===== src/design/pcs_macros.svh =====
`ifndef PCS_MACROS_SVH
`define PCS_MACROS_SVH

// Datapath widths
`define PCS_DATA_W      64
`define PCS_BLOCK_W     66

// Block lock thresholds
`define PCS_LOCK_GOOD   64
`define PCS_LOCK_WINDOW 64
`define PCS_LOCK_BAD    16

// Descrambler taps for x^58 + x^39 + 1
`define PCS_SCR_TAP_A   39
`define PCS_SCR_TAP_B   58

// XGMII control characters
`define PCS_CH_IDLE     8'h07
`define PCS_CH_START    8'hFB
`define PCS_CH_TERM     8'hFD
`define PCS_CH_ERROR    8'hFE
`define PCS_IDLE_CODE   7'h00

`endif

===== src/design/pcs_pkg.sv =====
package pcs_pkg;

    // Sync header, 00 and 11 are invalid
    typedef enum logic [1:0] {
        HDR_DATA = 2'b01,
        HDR_CTRL = 2'b10
    } sync_hdr_t;

    // Block type field of a control block
    typedef enum logic [7:0] {
        // All control characters
        BT_IDLE   = 8'h1E,
        // Start in lane 0, then seven data octets
        BT_START0 = 8'h78,
        // Terminate after n data octets
        BT_TERM0  = 8'h87,
        BT_TERM1  = 8'h99,
        BT_TERM2  = 8'hAA,
        BT_TERM3  = 8'hB4,
        BT_TERM4  = 8'hCC,
        BT_TERM5  = 8'hD2,
        BT_TERM6  = 8'hE1,
        BT_TERM7  = 8'hFF
    } block_type_t;

endpackage


===== src/design/pcs_rx.sv =====
`timescale 1ns/1ns
`include "pcs_macros.svh"

module pcs_rx
    import pcs_pkg::*;
#(
    parameter bit SCRAMBLER_BYPASS = 1'b0
) (
    input  logic                   i_rxc,
    input  logic                   i_reset,
    input  logic [`PCS_DATA_W-1:0] i_rxd,
    output logic [`PCS_DATA_W-1:0] o_rxd,
    output logic [7:0]             o_rxctl,
    output logic                   o_rx_valid,
    output logic                   o_block_lock
);

    logic [`PCS_BLOCK_W-1:0] gb_block;
    logic                    gb_valid;
    logic                    slip;
    sync_hdr_t               gb_header;
    logic [`PCS_DATA_W-1:0]  gb_data;

    logic                    dec_valid;
    sync_hdr_t               dec_header;
    logic [`PCS_DATA_W-1:0]  dec_data;

    // Header in the low two bits, first received
    assign gb_header = sync_hdr_t'(gb_block[1:0]);
    assign gb_data   = gb_block[`PCS_BLOCK_W-1:2];

    rx_gearbox u_rx_gearbox (
        .i_rxc   (i_rxc),
        .i_reset (i_reset),
        .i_data  (i_rxd),
        .i_slip  (slip),
        .o_block (gb_block),
        .o_valid (gb_valid)
    );

    block_lock u_block_lock (
        .i_rxc        (i_rxc),
        .i_reset      (i_reset),
        .i_header     (gb_header),
        .i_valid      (gb_valid),
        .o_slip       (slip),
        .o_block_lock (o_block_lock)
    );

    generate
        if (SCRAMBLER_BYPASS) begin : g_bypass
            // Unscrambled link, decoder takes the gearbox block directly
            assign dec_valid  = gb_valid;
            assign dec_header = gb_header;
            assign dec_data   = gb_data;
        end else begin : g_descramble
            descrambler u_descrambler (
                .i_rxc    (i_rxc),
                .i_reset  (i_reset),
                .i_valid  (gb_valid),
                .i_header (gb_header),
                .i_data   (gb_data),
                .o_valid  (dec_valid),
                .o_header (dec_header),
                .o_data   (dec_data)
            );
        end
    endgenerate

    decode_6466b u_decoder (
        .i_rxc      (i_rxc),
        .i_reset    (i_reset),
        .i_valid    (dec_valid),
        .i_header   (dec_header),
        .i_data     (dec_data),
        .o_rxd      (o_rxd),
        .o_rxctl    (o_rxctl),
        .o_rx_valid (o_rx_valid)
    );

endmodule


===== src/design/decode_6466b.sv =====
`timescale 1ns/1ns
`include "pcs_macros.svh"

module decode_6466b
    import pcs_pkg::*;
(
    input  logic                   i_rxc,
    input  logic                   i_reset,
    input  logic                   i_valid,
    input  sync_hdr_t              i_header,
    input  logic [`PCS_DATA_W-1:0] i_data,
    output logic [`PCS_DATA_W-1:0] o_rxd,
    output logic [7:0]             o_rxctl,
    output logic                   o_rx_valid
);

    localparam int LANES = `PCS_DATA_W / 8;

    block_type_t            btype;
    logic [`PCS_DATA_W-1:0] dec_d;
    logic [LANES-1:0]       dec_c;
    logic                   dec_err;
    logic                   is_term;
    logic [2:0]             term_lane;

    assign btype = block_type_t'(i_data[7:0]);

    always_comb begin
        dec_d     = {LANES{`PCS_CH_ERROR}};
        dec_c     = '1;
        dec_err   = 1'b0;
        is_term   = 1'b0;
        term_lane = 3'd0;

        case (i_header)
            HDR_DATA: begin
                dec_d = i_data;
                dec_c = '0;
            end
            HDR_CTRL: begin
                case (btype)
                    BT_IDLE: begin
                        for (int j = 0; j < LANES; j++) begin
                            dec_d[8*j +: 8] = `PCS_CH_IDLE;
                            // 7-bit codes follow the type byte
                            if (i_data[8+7*j +: 7] != `PCS_IDLE_CODE) begin
                                dec_err = 1'b1;
                            end
                        end
                    end
                    BT_START0: begin
                        dec_d = {i_data[`PCS_DATA_W-1:8], `PCS_CH_START};
                        dec_c = 8'h01;
                    end
                    BT_TERM0: begin is_term = 1'b1; term_lane = 3'd0; end
                    BT_TERM1: begin is_term = 1'b1; term_lane = 3'd1; end
                    BT_TERM2: begin is_term = 1'b1; term_lane = 3'd2; end
                    BT_TERM3: begin is_term = 1'b1; term_lane = 3'd3; end
                    BT_TERM4: begin is_term = 1'b1; term_lane = 3'd4; end
                    BT_TERM5: begin is_term = 1'b1; term_lane = 3'd5; end
                    BT_TERM6: begin is_term = 1'b1; term_lane = 3'd6; end
                    BT_TERM7: begin is_term = 1'b1; term_lane = 3'd7; end
                    // Ordered sets and start in lane 4 land here too
                    default: dec_err = 1'b1;
                endcase
            end
            default: dec_err = 1'b1;
        endcase

        // Data up to the terminate lane, idles after it
        if (is_term) begin
            for (int j = 0; j < LANES; j++) begin
                if (j < term_lane) begin
                    dec_d[8*j +: 8] = i_data[8+8*j +: 8];
                    dec_c[j]        = 1'b0;
                end else if (j == term_lane) begin
                    dec_d[8*j +: 8] = `PCS_CH_TERM;
                end else begin
                    dec_d[8*j +: 8] = `PCS_CH_IDLE;
                    if (i_data[8+7*j +: 7] != `PCS_IDLE_CODE) begin
                        dec_err = 1'b1;
                    end
                end
            end
        end

        if (dec_err) begin
            dec_d = {LANES{`PCS_CH_ERROR}};
            dec_c = '1;
        end
    end

    always_ff @(posedge i_rxc) begin
        if (i_reset) begin
            o_rxd      <= {LANES{`PCS_CH_IDLE}};
            o_rxctl    <= '1;
            o_rx_valid <= 1'b0;
        end else begin
            o_rx_valid <= i_valid;
            if (i_valid) begin
                o_rxd   <= dec_d;
                o_rxctl <= dec_c;
            end
        end
    end

endmodule


===== src/design/descrambler.sv =====
`timescale 1ns/1ns
`include "pcs_macros.svh"

module descrambler
    import pcs_pkg::*;
(
    input  logic                   i_rxc,
    input  logic                   i_reset,
    input  logic                   i_valid,
    input  sync_hdr_t              i_header,
    input  logic [`PCS_DATA_W-1:0] i_data,
    output logic                   o_valid,
    output sync_hdr_t              o_header,
    output logic [`PCS_DATA_W-1:0] o_data
);

    localparam int DATA_W = `PCS_DATA_W;
    localparam int TAP_A  = `PCS_SCR_TAP_A;
    localparam int TAP_B  = `PCS_SCR_TAP_B;
    localparam int HIST_W = TAP_B;

    // Received bits from earlier blocks, newest at the top
    logic [HIST_W-1:0]        hist_q;
    logic [HIST_W+DATA_W-1:0] ext;
    logic [DATA_W-1:0]        descr;

    always_comb begin
        ext = {i_data, hist_q};
        for (int i = 0; i < DATA_W; i++) begin
            descr[i] = ext[HIST_W+i] ^ ext[HIST_W+i-TAP_A] ^ ext[HIST_W+i-TAP_B];
        end
    end

    always_ff @(posedge i_rxc) begin
        if (i_reset) begin
            o_valid <= 1'b0;
        end else begin
            o_valid <= i_valid;
        end
    end

    // History advances on real blocks only
    always_ff @(posedge i_rxc) begin
        if (i_valid) begin
            hist_q   <= ext[HIST_W+DATA_W-1 -: HIST_W];
            o_data   <= descr;
            o_header <= i_header;
        end
    end

endmodule


===== src/design/block_lock.sv =====
`timescale 1ns/1ns
`include "pcs_macros.svh"

module block_lock
    import pcs_pkg::*;
(
    input  logic      i_rxc,
    input  logic      i_reset,
    input  sync_hdr_t i_header,
    input  logic      i_valid,
    output logic      o_slip,
    output logic      o_block_lock
);

    localparam int LOCK_GOOD   = `PCS_LOCK_GOOD;
    localparam int LOCK_WINDOW = `PCS_LOCK_WINDOW;
    localparam int LOCK_BAD    = `PCS_LOCK_BAD;

    typedef enum logic {
        ST_UNLOCKED,
        ST_LOCKED
    } lock_state_t;

    lock_state_t                      state;
    logic [$clog2(LOCK_GOOD)-1:0]     good_cnt;
    logic [$clog2(LOCK_WINDOW)-1:0]   win_cnt;
    logic [$clog2(LOCK_BAD+1)-1:0]    bad_cnt;
    logic [$clog2(LOCK_BAD+1)-1:0]    bad_next;
    logic                             hdr_bad;

    assign hdr_bad  = (i_header != HDR_DATA) && (i_header != HDR_CTRL);
    assign bad_next = bad_cnt + {{($bits(bad_cnt)-1){1'b0}}, hdr_bad};

    always_ff @(posedge i_rxc) begin
        if (i_reset) begin
            state    <= ST_UNLOCKED;
            good_cnt <= '0;
            win_cnt  <= '0;
            bad_cnt  <= '0;
            o_slip   <= 1'b0;
        end else begin
            o_slip <= 1'b0;
            if (i_valid) begin
                case (state)
                    ST_UNLOCKED: begin
                        if (hdr_bad) begin
                            // Wrong alignment, try the next bit
                            o_slip   <= 1'b1;
                            good_cnt <= '0;
                        end else if (good_cnt == LOCK_GOOD - 1) begin
                            state    <= ST_LOCKED;
                            good_cnt <= '0;
                            win_cnt  <= '0;
                            bad_cnt  <= '0;
                        end else begin
                            good_cnt <= good_cnt + 1'b1;
                        end
                    end
                    ST_LOCKED: begin
                        if (bad_next == LOCK_BAD) begin
                            // Too many bad headers in this window
                            state    <= ST_UNLOCKED;
                            o_slip   <= 1'b1;
                            good_cnt <= '0;
                        end else if (win_cnt == LOCK_WINDOW - 1) begin
                            win_cnt <= '0;
                            bad_cnt <= '0;
                        end else begin
                            win_cnt <= win_cnt + 1'b1;
                            bad_cnt <= bad_next;
                        end
                    end
                    default: state <= ST_UNLOCKED;
                endcase
            end
        end
    end

    assign o_block_lock = (state == ST_LOCKED);

endmodule


===== src/design/rx_gearbox.sv =====
`timescale 1ns/1ns
`include "pcs_macros.svh"

module rx_gearbox (
    input  logic                    i_rxc,
    input  logic                    i_reset,
    input  logic [`PCS_DATA_W-1:0]  i_data,
    input  logic                    i_slip,
    output logic [`PCS_BLOCK_W-1:0] o_block,
    output logic                    o_valid
);

    localparam int DATA_W  = `PCS_DATA_W;
    localparam int BLOCK_W = `PCS_BLOCK_W;
    localparam int BUF_W   = 2 * DATA_W;
    // One stored block's worth of bits plus a fresh word
    localparam int WORK_W  = BLOCK_W + DATA_W;

    logic [BUF_W-1:0]  buf_q;
    logic [6:0]        cnt_q;
    logic              slip_armed;

    logic [WORK_W-1:0] keep_mask;
    logic [WORK_W-1:0] merged;
    logic [WORK_W-1:0] remainder;
    logic [7:0]        total;
    logic              take_slip;
    logic              emit;

    always_comb begin
        // Only one slip per emitted block
        take_slip = i_slip && slip_armed;

        // Valid buffered bits sit below cnt_q, new word goes on top
        keep_mask = ({{(WORK_W-1){1'b0}}, 1'b1} << cnt_q) - 1'b1;
        merged    = ({{(WORK_W-BUF_W){1'b0}}, buf_q} & keep_mask)
                  | ({{(WORK_W-DATA_W){1'b0}}, i_data} << cnt_q);
        total     = {1'b0, cnt_q} + 8'(DATA_W);

        // Dropping the oldest bit moves the block boundary by one
        if (take_slip) begin
            merged = merged >> 1;
            total  = total - 8'd1;
        end

        emit      = (total >= 8'(BLOCK_W));
        remainder = merged >> BLOCK_W;
    end

    // Control state
    always_ff @(posedge i_rxc) begin
        if (i_reset) begin
            cnt_q      <= '0;
            o_valid    <= 1'b0;
            slip_armed <= 1'b0;
        end else begin
            o_valid <= emit;
            if (emit) begin
                cnt_q <= 7'(total - 8'(BLOCK_W));
            end else begin
                cnt_q <= total[6:0];
            end

            if (take_slip) begin
                slip_armed <= 1'b0;
            end else if (emit) begin
                slip_armed <= 1'b1;
            end
        end
    end

    // Block and leftover bits
    always_ff @(posedge i_rxc) begin
        if (emit) begin
            o_block <= merged[BLOCK_W-1:0];
            buf_q   <= remainder[BUF_W-1:0];
        end else begin
            buf_q   <= merged[BUF_W-1:0];
        end
    end

endmodule


===== config.mk =====
export PLATFORM = sky130hd
export DESIGN_NAME = pcs_rx
export DESIGN_NICKNAME = d
export VERILOG_FILES = /design/src/design/pcs_pkg.sv /design/src/design/pcs_rx.sv /design/src/design/decode_6466b.sv /design/src/design/descrambler.sv /design/src/design/block_lock.sv /design/src/design/rx_gearbox.sv
export VERILOG_INCLUDE_DIRS = /design/src /design/src/design
export SDC_FILE = /design/constraint.sdc
export NUM_CORES = 1
export LEC_CHECK = 0
export ABC_AREA = 1
export BUFFER_PORTS_ARGS = -buffer_cell sky130_fd_sc_hd__buf_2
export CAP_MARGIN = 20
export CORE_MARGIN = 2
export CORE_UTILIZATION = 35
export CTS_CLUSTER_DIAMETER = 60
export DETAILED_ROUTE_END_ITERATION = 8
export MAX_ROUTING_LAYER = met4
export PLACE_DENSITY = 0.49
export SYNTH_ARGS = -nofsm -noshare
export SYNTH_HDL_FRONTEND = slang
export SYNTH_HIERARCHICAL = 1
export SYNTH_SLANG_ARGS = --single-unit

===== constraint.sdc =====
create_clock -name i_rxc -period 4.3 [get_ports i_rxc]
set_input_delay 0.43 -clock i_rxc [delete_from_list [all_inputs] [get_ports i_rxc]]
set_output_delay 0.43 -clock i_rxc [all_outputs]
set_load 0.02 [all_outputs]

==> results of run 1 <==
## through the flow
stage	cell area, um2	hold slack (ps)	util [%]	cells	TNS [ps]
4_1_cts	37100	350	39.8	6858	0
6_report	37100	360	39.8	6863	-7.16
3_5_place_dp	35100	447	37.6	6745	0
3_3_place_gp	35100	446	37.6	6745	0
5_1_grt	37100	424	39.8	6861	0
2_1_floorplan	33000	449	-	5501	0
## kinds of logic after synthesis
logic type	Yosys count	synth area share (%)
buffers and inverters	759	9.36
xor gates and xnor gates	7	0.186
and+or+nand+nor	3880	51.4
AOI/OAI and AO/OA	422	7.31
DFF	420	31.2
adders and majority gates	13	0.493
## sequential cells by signal (all words and copies together) (netlist names), 6 cells and up
signal                             flops
g_descramble.u_descrambler/hist_q     58
u_rx_gearbox/cnt_q                     7
u_rx_gearbox/buf_q                   128
u_decoder/o_rxd                       64
u_block_lock/good_cnt                  6
u_decoder/o_rxctl                      8
u_rx_gearbox/o_block                  66
u_block_lock/win_cnt                   6
g_descramble.u_descrambler/o_data     64
## critical path, stage by stage (launching register included)
cell and delay, ps:
dfxtp_4 360, buf_4 320, buf_4 550, o21ai_0 300, inv_1 100, nand2_1 60
nand3_1 100, nand2_1 100, nand2_1 70, nand2_1 200, nand2_1 140, a21oi_1 80
nor3_1 910, nand3_1 430, nand3_1 340, nand2_1 70
## placed cells by master, fill, tap and decap left out, types with 28 or more instances in the layout
cell type     n
a21oi_1     107
and2_1       31
buf_2       139
buf_4        95
clkbuf_16    61
dfxtp_1     221
edfxtp_1    190
inv_1       462
inv_2        35
nand2_1    1811
nand3_1    1201
nand3b_1     28
nand4_1      50
nor2_1      612
nor2_2       37
o211ai_1     59
o21ai_0     178
## layout make-up
type                            instances  share of cell area [%]
Clock inverter                         33                    1.04
Multi-Input combinational cell       4322                    52.9
Tap cell                             1254                    4.23
Timing Repair Buffer                  246                    4.44
Inverter                              503                    5.11
Clock buffer                           80                    4.47
Sequential cell                       420                    27.8
Antenna cell                            5                  0.0337
## routing by layer
metal  up-vias  track usage [%]  share of wire, %
met3       445             6.11               7.3
met5         -                -                 0
met1     17700             42.2                38
met2      1759             60.0                46
met4         0             26.9               8.7
li1      18100                -                 -
## worst paths after layout
| path | end | slack (ps) | depth (start not counted) |
|---|---|---|---|
| worst max-delay path | u_rx_gearbox/buf_q[0]$_DFF_P_ | -7 | 15 |
| worst min-delay path | u_rx_gearbox/o_valid$_SDFF_PP0_ | 360 | 2 |
| worst max register to register | u_rx_gearbox/buf_q[0]$_DFF_P_ | -7 | 15 |
| worst min register to register | u_decoder/o_rxd[17]$_SDFFE_PP1P_ | 460 | 2 |
==> out/results.txt, run 1 <==
Critical path capture point type: register
Critical path required time: 4870 ps
Syn avg cell area: 6.00 um2
WP data arrival: 4880 ps
Largest net degree at the start of global routing: 141
YS warnings: 6
Core area: 93300 um2
Site row count: 112
Final setup violation count: 1
Ys async rst share: 0%
Max-cap violations: 0
Unrepaired setup endpoints after global routing: no
Max FO, Critical Path: 66
Initial DRC Count: 4283
Die footprint: 96700 um2
DP HPWL: 147000 um
Setup Buffers After CTS: 0
Failing checks: setup timing
All-layer global routing usage: 37.4%
CTS tree: done
Register clock-pin slew on the reported worst setup and hold paths: 60 ps
Number of synthesized register bits: 420
RD Place Congestion: 1.12
Area of the mapped netlist: 33000 um2
Synth area leader: nand2_1
Post-Syn Nets: 5580
Unique masters post-synth: 51
Storage cell area: 10300 um2
Most frequent cells after synthesis: 1813 x nand2_1, 1201 x nand3_1, 614 x nor2_1
First-pass detailed-route iteration total: 8
Clk sinks: 420
TritonCTS Buffers: 60
Die width: 311 um
Detail Route Antenna Nets: 0
Clock latency on the worst-skew pair: 690 ps
Maximum root-to-sink buffer count: 3
EDFF count, synth: 190
Post-synthesis instance total: 5501
Seq/Total Area, Yosys: 31.2%
Routed WL: 181000 um
Hold-fix buffers at CTS: 0
Final Hold Vio Count: 0
Starting Density: 35.4%
Worst Skew: 44.9 ps
Layout cells sized above 1: 9.24%
I/O pin total: 140
Initial antenna violation count: 5
Footprint of the multi-input gates: 19600 um2
First-pass GRT wire length: 254000 um
Synth top area share: 20.6%
Top post-synthesis cells by area: nand2_1 21%, nand3_1 18%, edfxtp_1 17%
HP Class: input pin to register
Nets: 5632
Tmin final: 4310 ps
Post-CTS resize count: 0
Detailed-route via count: 38100
Status: finished, violations left
Input/output buffers: 139
Vias in the first global route: 35600
Htree depth: 2
Period utilisation layout: 100%
Crit path from: u_rx_gearbox/cnt_q[0]$_SDFF_PP0_
Die Ht: 311 um
Worst min-delay path startpoint: i_reset
Area delta synth->final: 12.5%
Fillers: 10500
Max transition margin: 20.7%
Most common cell in the synthesized netlist: nand2_1
Clock root buffer: clkbuf_16
Worst setup margin: -7.16 ps
Peak Freq: 0.232 GHz
Via density: 5.55
GRT overflow: 0
Predominant post-synthesis flop cell: dfxtp_1
Max Slew Vio Count: 0
Routed WL per cell: 26.3 um
CP Class: register to register
Tightest Pin Transition: 1180 ps
Worst slack, placed: 197 ps
Worst Setup Start Kind: register
Drc violations: 0
Worst R2R Start: u_rx_gearbox/cnt_q[0]$_SDFF_PP0_
Power of run 1 is left out: the tool's default activity adds up to more than one toggle a clock period on the data nets, which glitch-free logic cannot reach.
==> run 2: changes to the inputs <==
==> constraint.sdc (replaced) <==
create_clock -name i_rxc -period 4.3 [get_ports i_rxc]
set_input_delay 0.645 -clock i_rxc [delete_from_list [all_inputs] [get_ports i_rxc]]
set_output_delay 0.645 -clock i_rxc [all_outputs]
set_load 0.02 [all_outputs]
==> run 2 against run 1 <==
Compared with the run above:
- the run now ends clean
- register-to-register slack improved by 20 ps
- clock skew increased by 4.6 ps
- cell count decreased by 0.10%
- largest cell class unchanged
- highest routed layer unchanged
==> out/results.txt, run 2 (synthesized netlist as in run 1, its figures left out) <==
Input/output buffers: 139
RD Place Congestion: 1.13
Status: complete, no violations
Commonest non-fill, non-tap cell in the layout: nand2_1
Hold-fix buffers at CTS: 0
TritonCTS Buffers: 58
Layout cells sized above 1: 9.18%
Worst Skew: 49.6 ps
Setup Buffers After CTS: 0
Max FO, Critical Path: 66
Clk sinks: 420
Tmin final: 4290 ps
HP Class: input pin to register
M1 GR Usage: 42.5%
Die footprint: 96700 um2
Detailed-route via count: 38000
Final Hold Vio Count: 0
Vias in the first global route: 35700
GR Util met2: 59.5%
Storage cell area: 10300 um2
Drc violations: 0
GRT Max-Usage Layer: met2
Nets: 5630
Htree depth: 2
GRT overflow: 0
Unrepaired setup endpoints after global routing: no
Met3 usage: 5.55%
Max reg flops: 128
Post-CTS resize count: 0
WP data arrival: 4860 ps
Most frequent cells in the layout: 1811 x nand2_1, 1201 x nand3_1, 612 x nor2_1
Routed WL per cell: 26.3 um
Clock latency on the worst-skew pair: 690 ps
Footprint of the multi-input gates: 19600 um2
Register clock-pin slew on the reported worst setup and hold paths: 60 ps
First-pass detailed-route iteration total: 7
Clock root buffer: clkbuf_16
Fillers: 10500
Largest net degree at the start of global routing: 141
Final hold slack: 445 ps
Initial antenna violation count: 1
Detail Route Antenna Nets: 0
Site row count: 112
I/O pin total: 140
All-layer global routing usage: 37.4%
Die width: 311 um
Core area: 93300 um2
Maximum root-to-sink buffer count: 3
Setup TNS Final: 0 ps
Critical path required time: 4870 ps
Area delta synth->final: 12.6%
Initial DRC Count: 4374
Max-cap violations: 0
Worst Setup Start Kind: register
CTS tree: done
Final setup violation count: 0
CP Class: register to register
DP HPWL: 147000 um
Period utilisation layout: 99.7%
Biggest regs: u_rx_gearbox/buf_q: 128 flops, u_rx_gearbox/o_block: 66 flops
Die Ht: 311 um
Max transition margin: 21.7%
Max Slew Vio Count: 0
Tightest Pin Transition: 1170 ps
Routed WL: 180000 um
Largest Register: u_rx_gearbox/buf_q
Critical path capture point type: register
Via density: 5.55
First-pass GRT wire length: 254000 um
Peak Freq: 0.233 GHz
Starting Density: 35.4%
run 2: changes by cell type in the layout (fill, tap and decap cells not counted), sizes merged:
| cell | before | now |
|---|---|---|
| bufinv | 4 | 9 |
| diode | 5 | 2 |
| inv | 510 | 509 |
| clkbuf | 80 | 72 |
run 2: final timing paths:
| check | startpoint | end | slack (ps) | cells after the start |
|---|---|---|---|---|
| hold reg to reg | u_decoder/o_rxd[32]$_SDFFE_PP1P_ | u_decoder/o_rxd[32]$_SDFFE_PP1P_ | 460 | 2 |
| setup reg to reg | u_rx_gearbox/cnt_q[0]$_SDFF_PP0_ | u_rx_gearbox/buf_q[0]$_DFF_P_ | 10 | 15 |
| hold / removal | i_reset | u_rx_gearbox/o_valid$_SDFF_PP0_ | 450 | 2 |
| setup / recovery | u_rx_gearbox/cnt_q[0]$_SDFF_PP0_ | u_rx_gearbox/buf_q[0]$_DFF_P_ | 10 | 15 |
run 2: area by class of cell:
type | instances | area share [%]
antenna | 2 | 0.0135
clock buffer | 72 | 4.16
clock inverter | 37 | 1.41
inverter | 503 | 5.11
multi-input combinational | 4322 | 52.8
sequential | 420 | 27.8
tap | 1254 | 4.22
timing repair buffer | 246 | 4.44
run 2: critical path, cell delays in order, from the launching register on:
cell and delay (ps):
dfxtp_4 360, buf_4 320, buf_4 550, o21ai_0 310, inv_1 100, nand2_1 60, nand3_1 100, nand2_1 110
nand2_1 70, nand2_1 190, nand2_1 150, a21oi_1 90, nor3_1 900, nand3_1 420, nand3_1 310, nand2_1 70
run 2: routing by layer:
layer	vias up	routed length, um
met5	-	0
met2	1731	82300
met1	17700	68800
met3	471	12600
li1	18100	-
met4	0	16700
run 2: stage by stage:
step	utilization (%)	instance area, um2	std cells	setup slack, ps
2_1_floorplan	-	33000	5501	28.7
3_3_place_gp	37.6	35100	6745	197
4_1_cts	39.8	37100	6854	177
6_report	39.8	37100	6856	12.8
3_5_place_dp	37.6	35100	6745	196
5_1_grt	39.8	37100	6854	59.2
Power of run 2 is left out for the same reason.
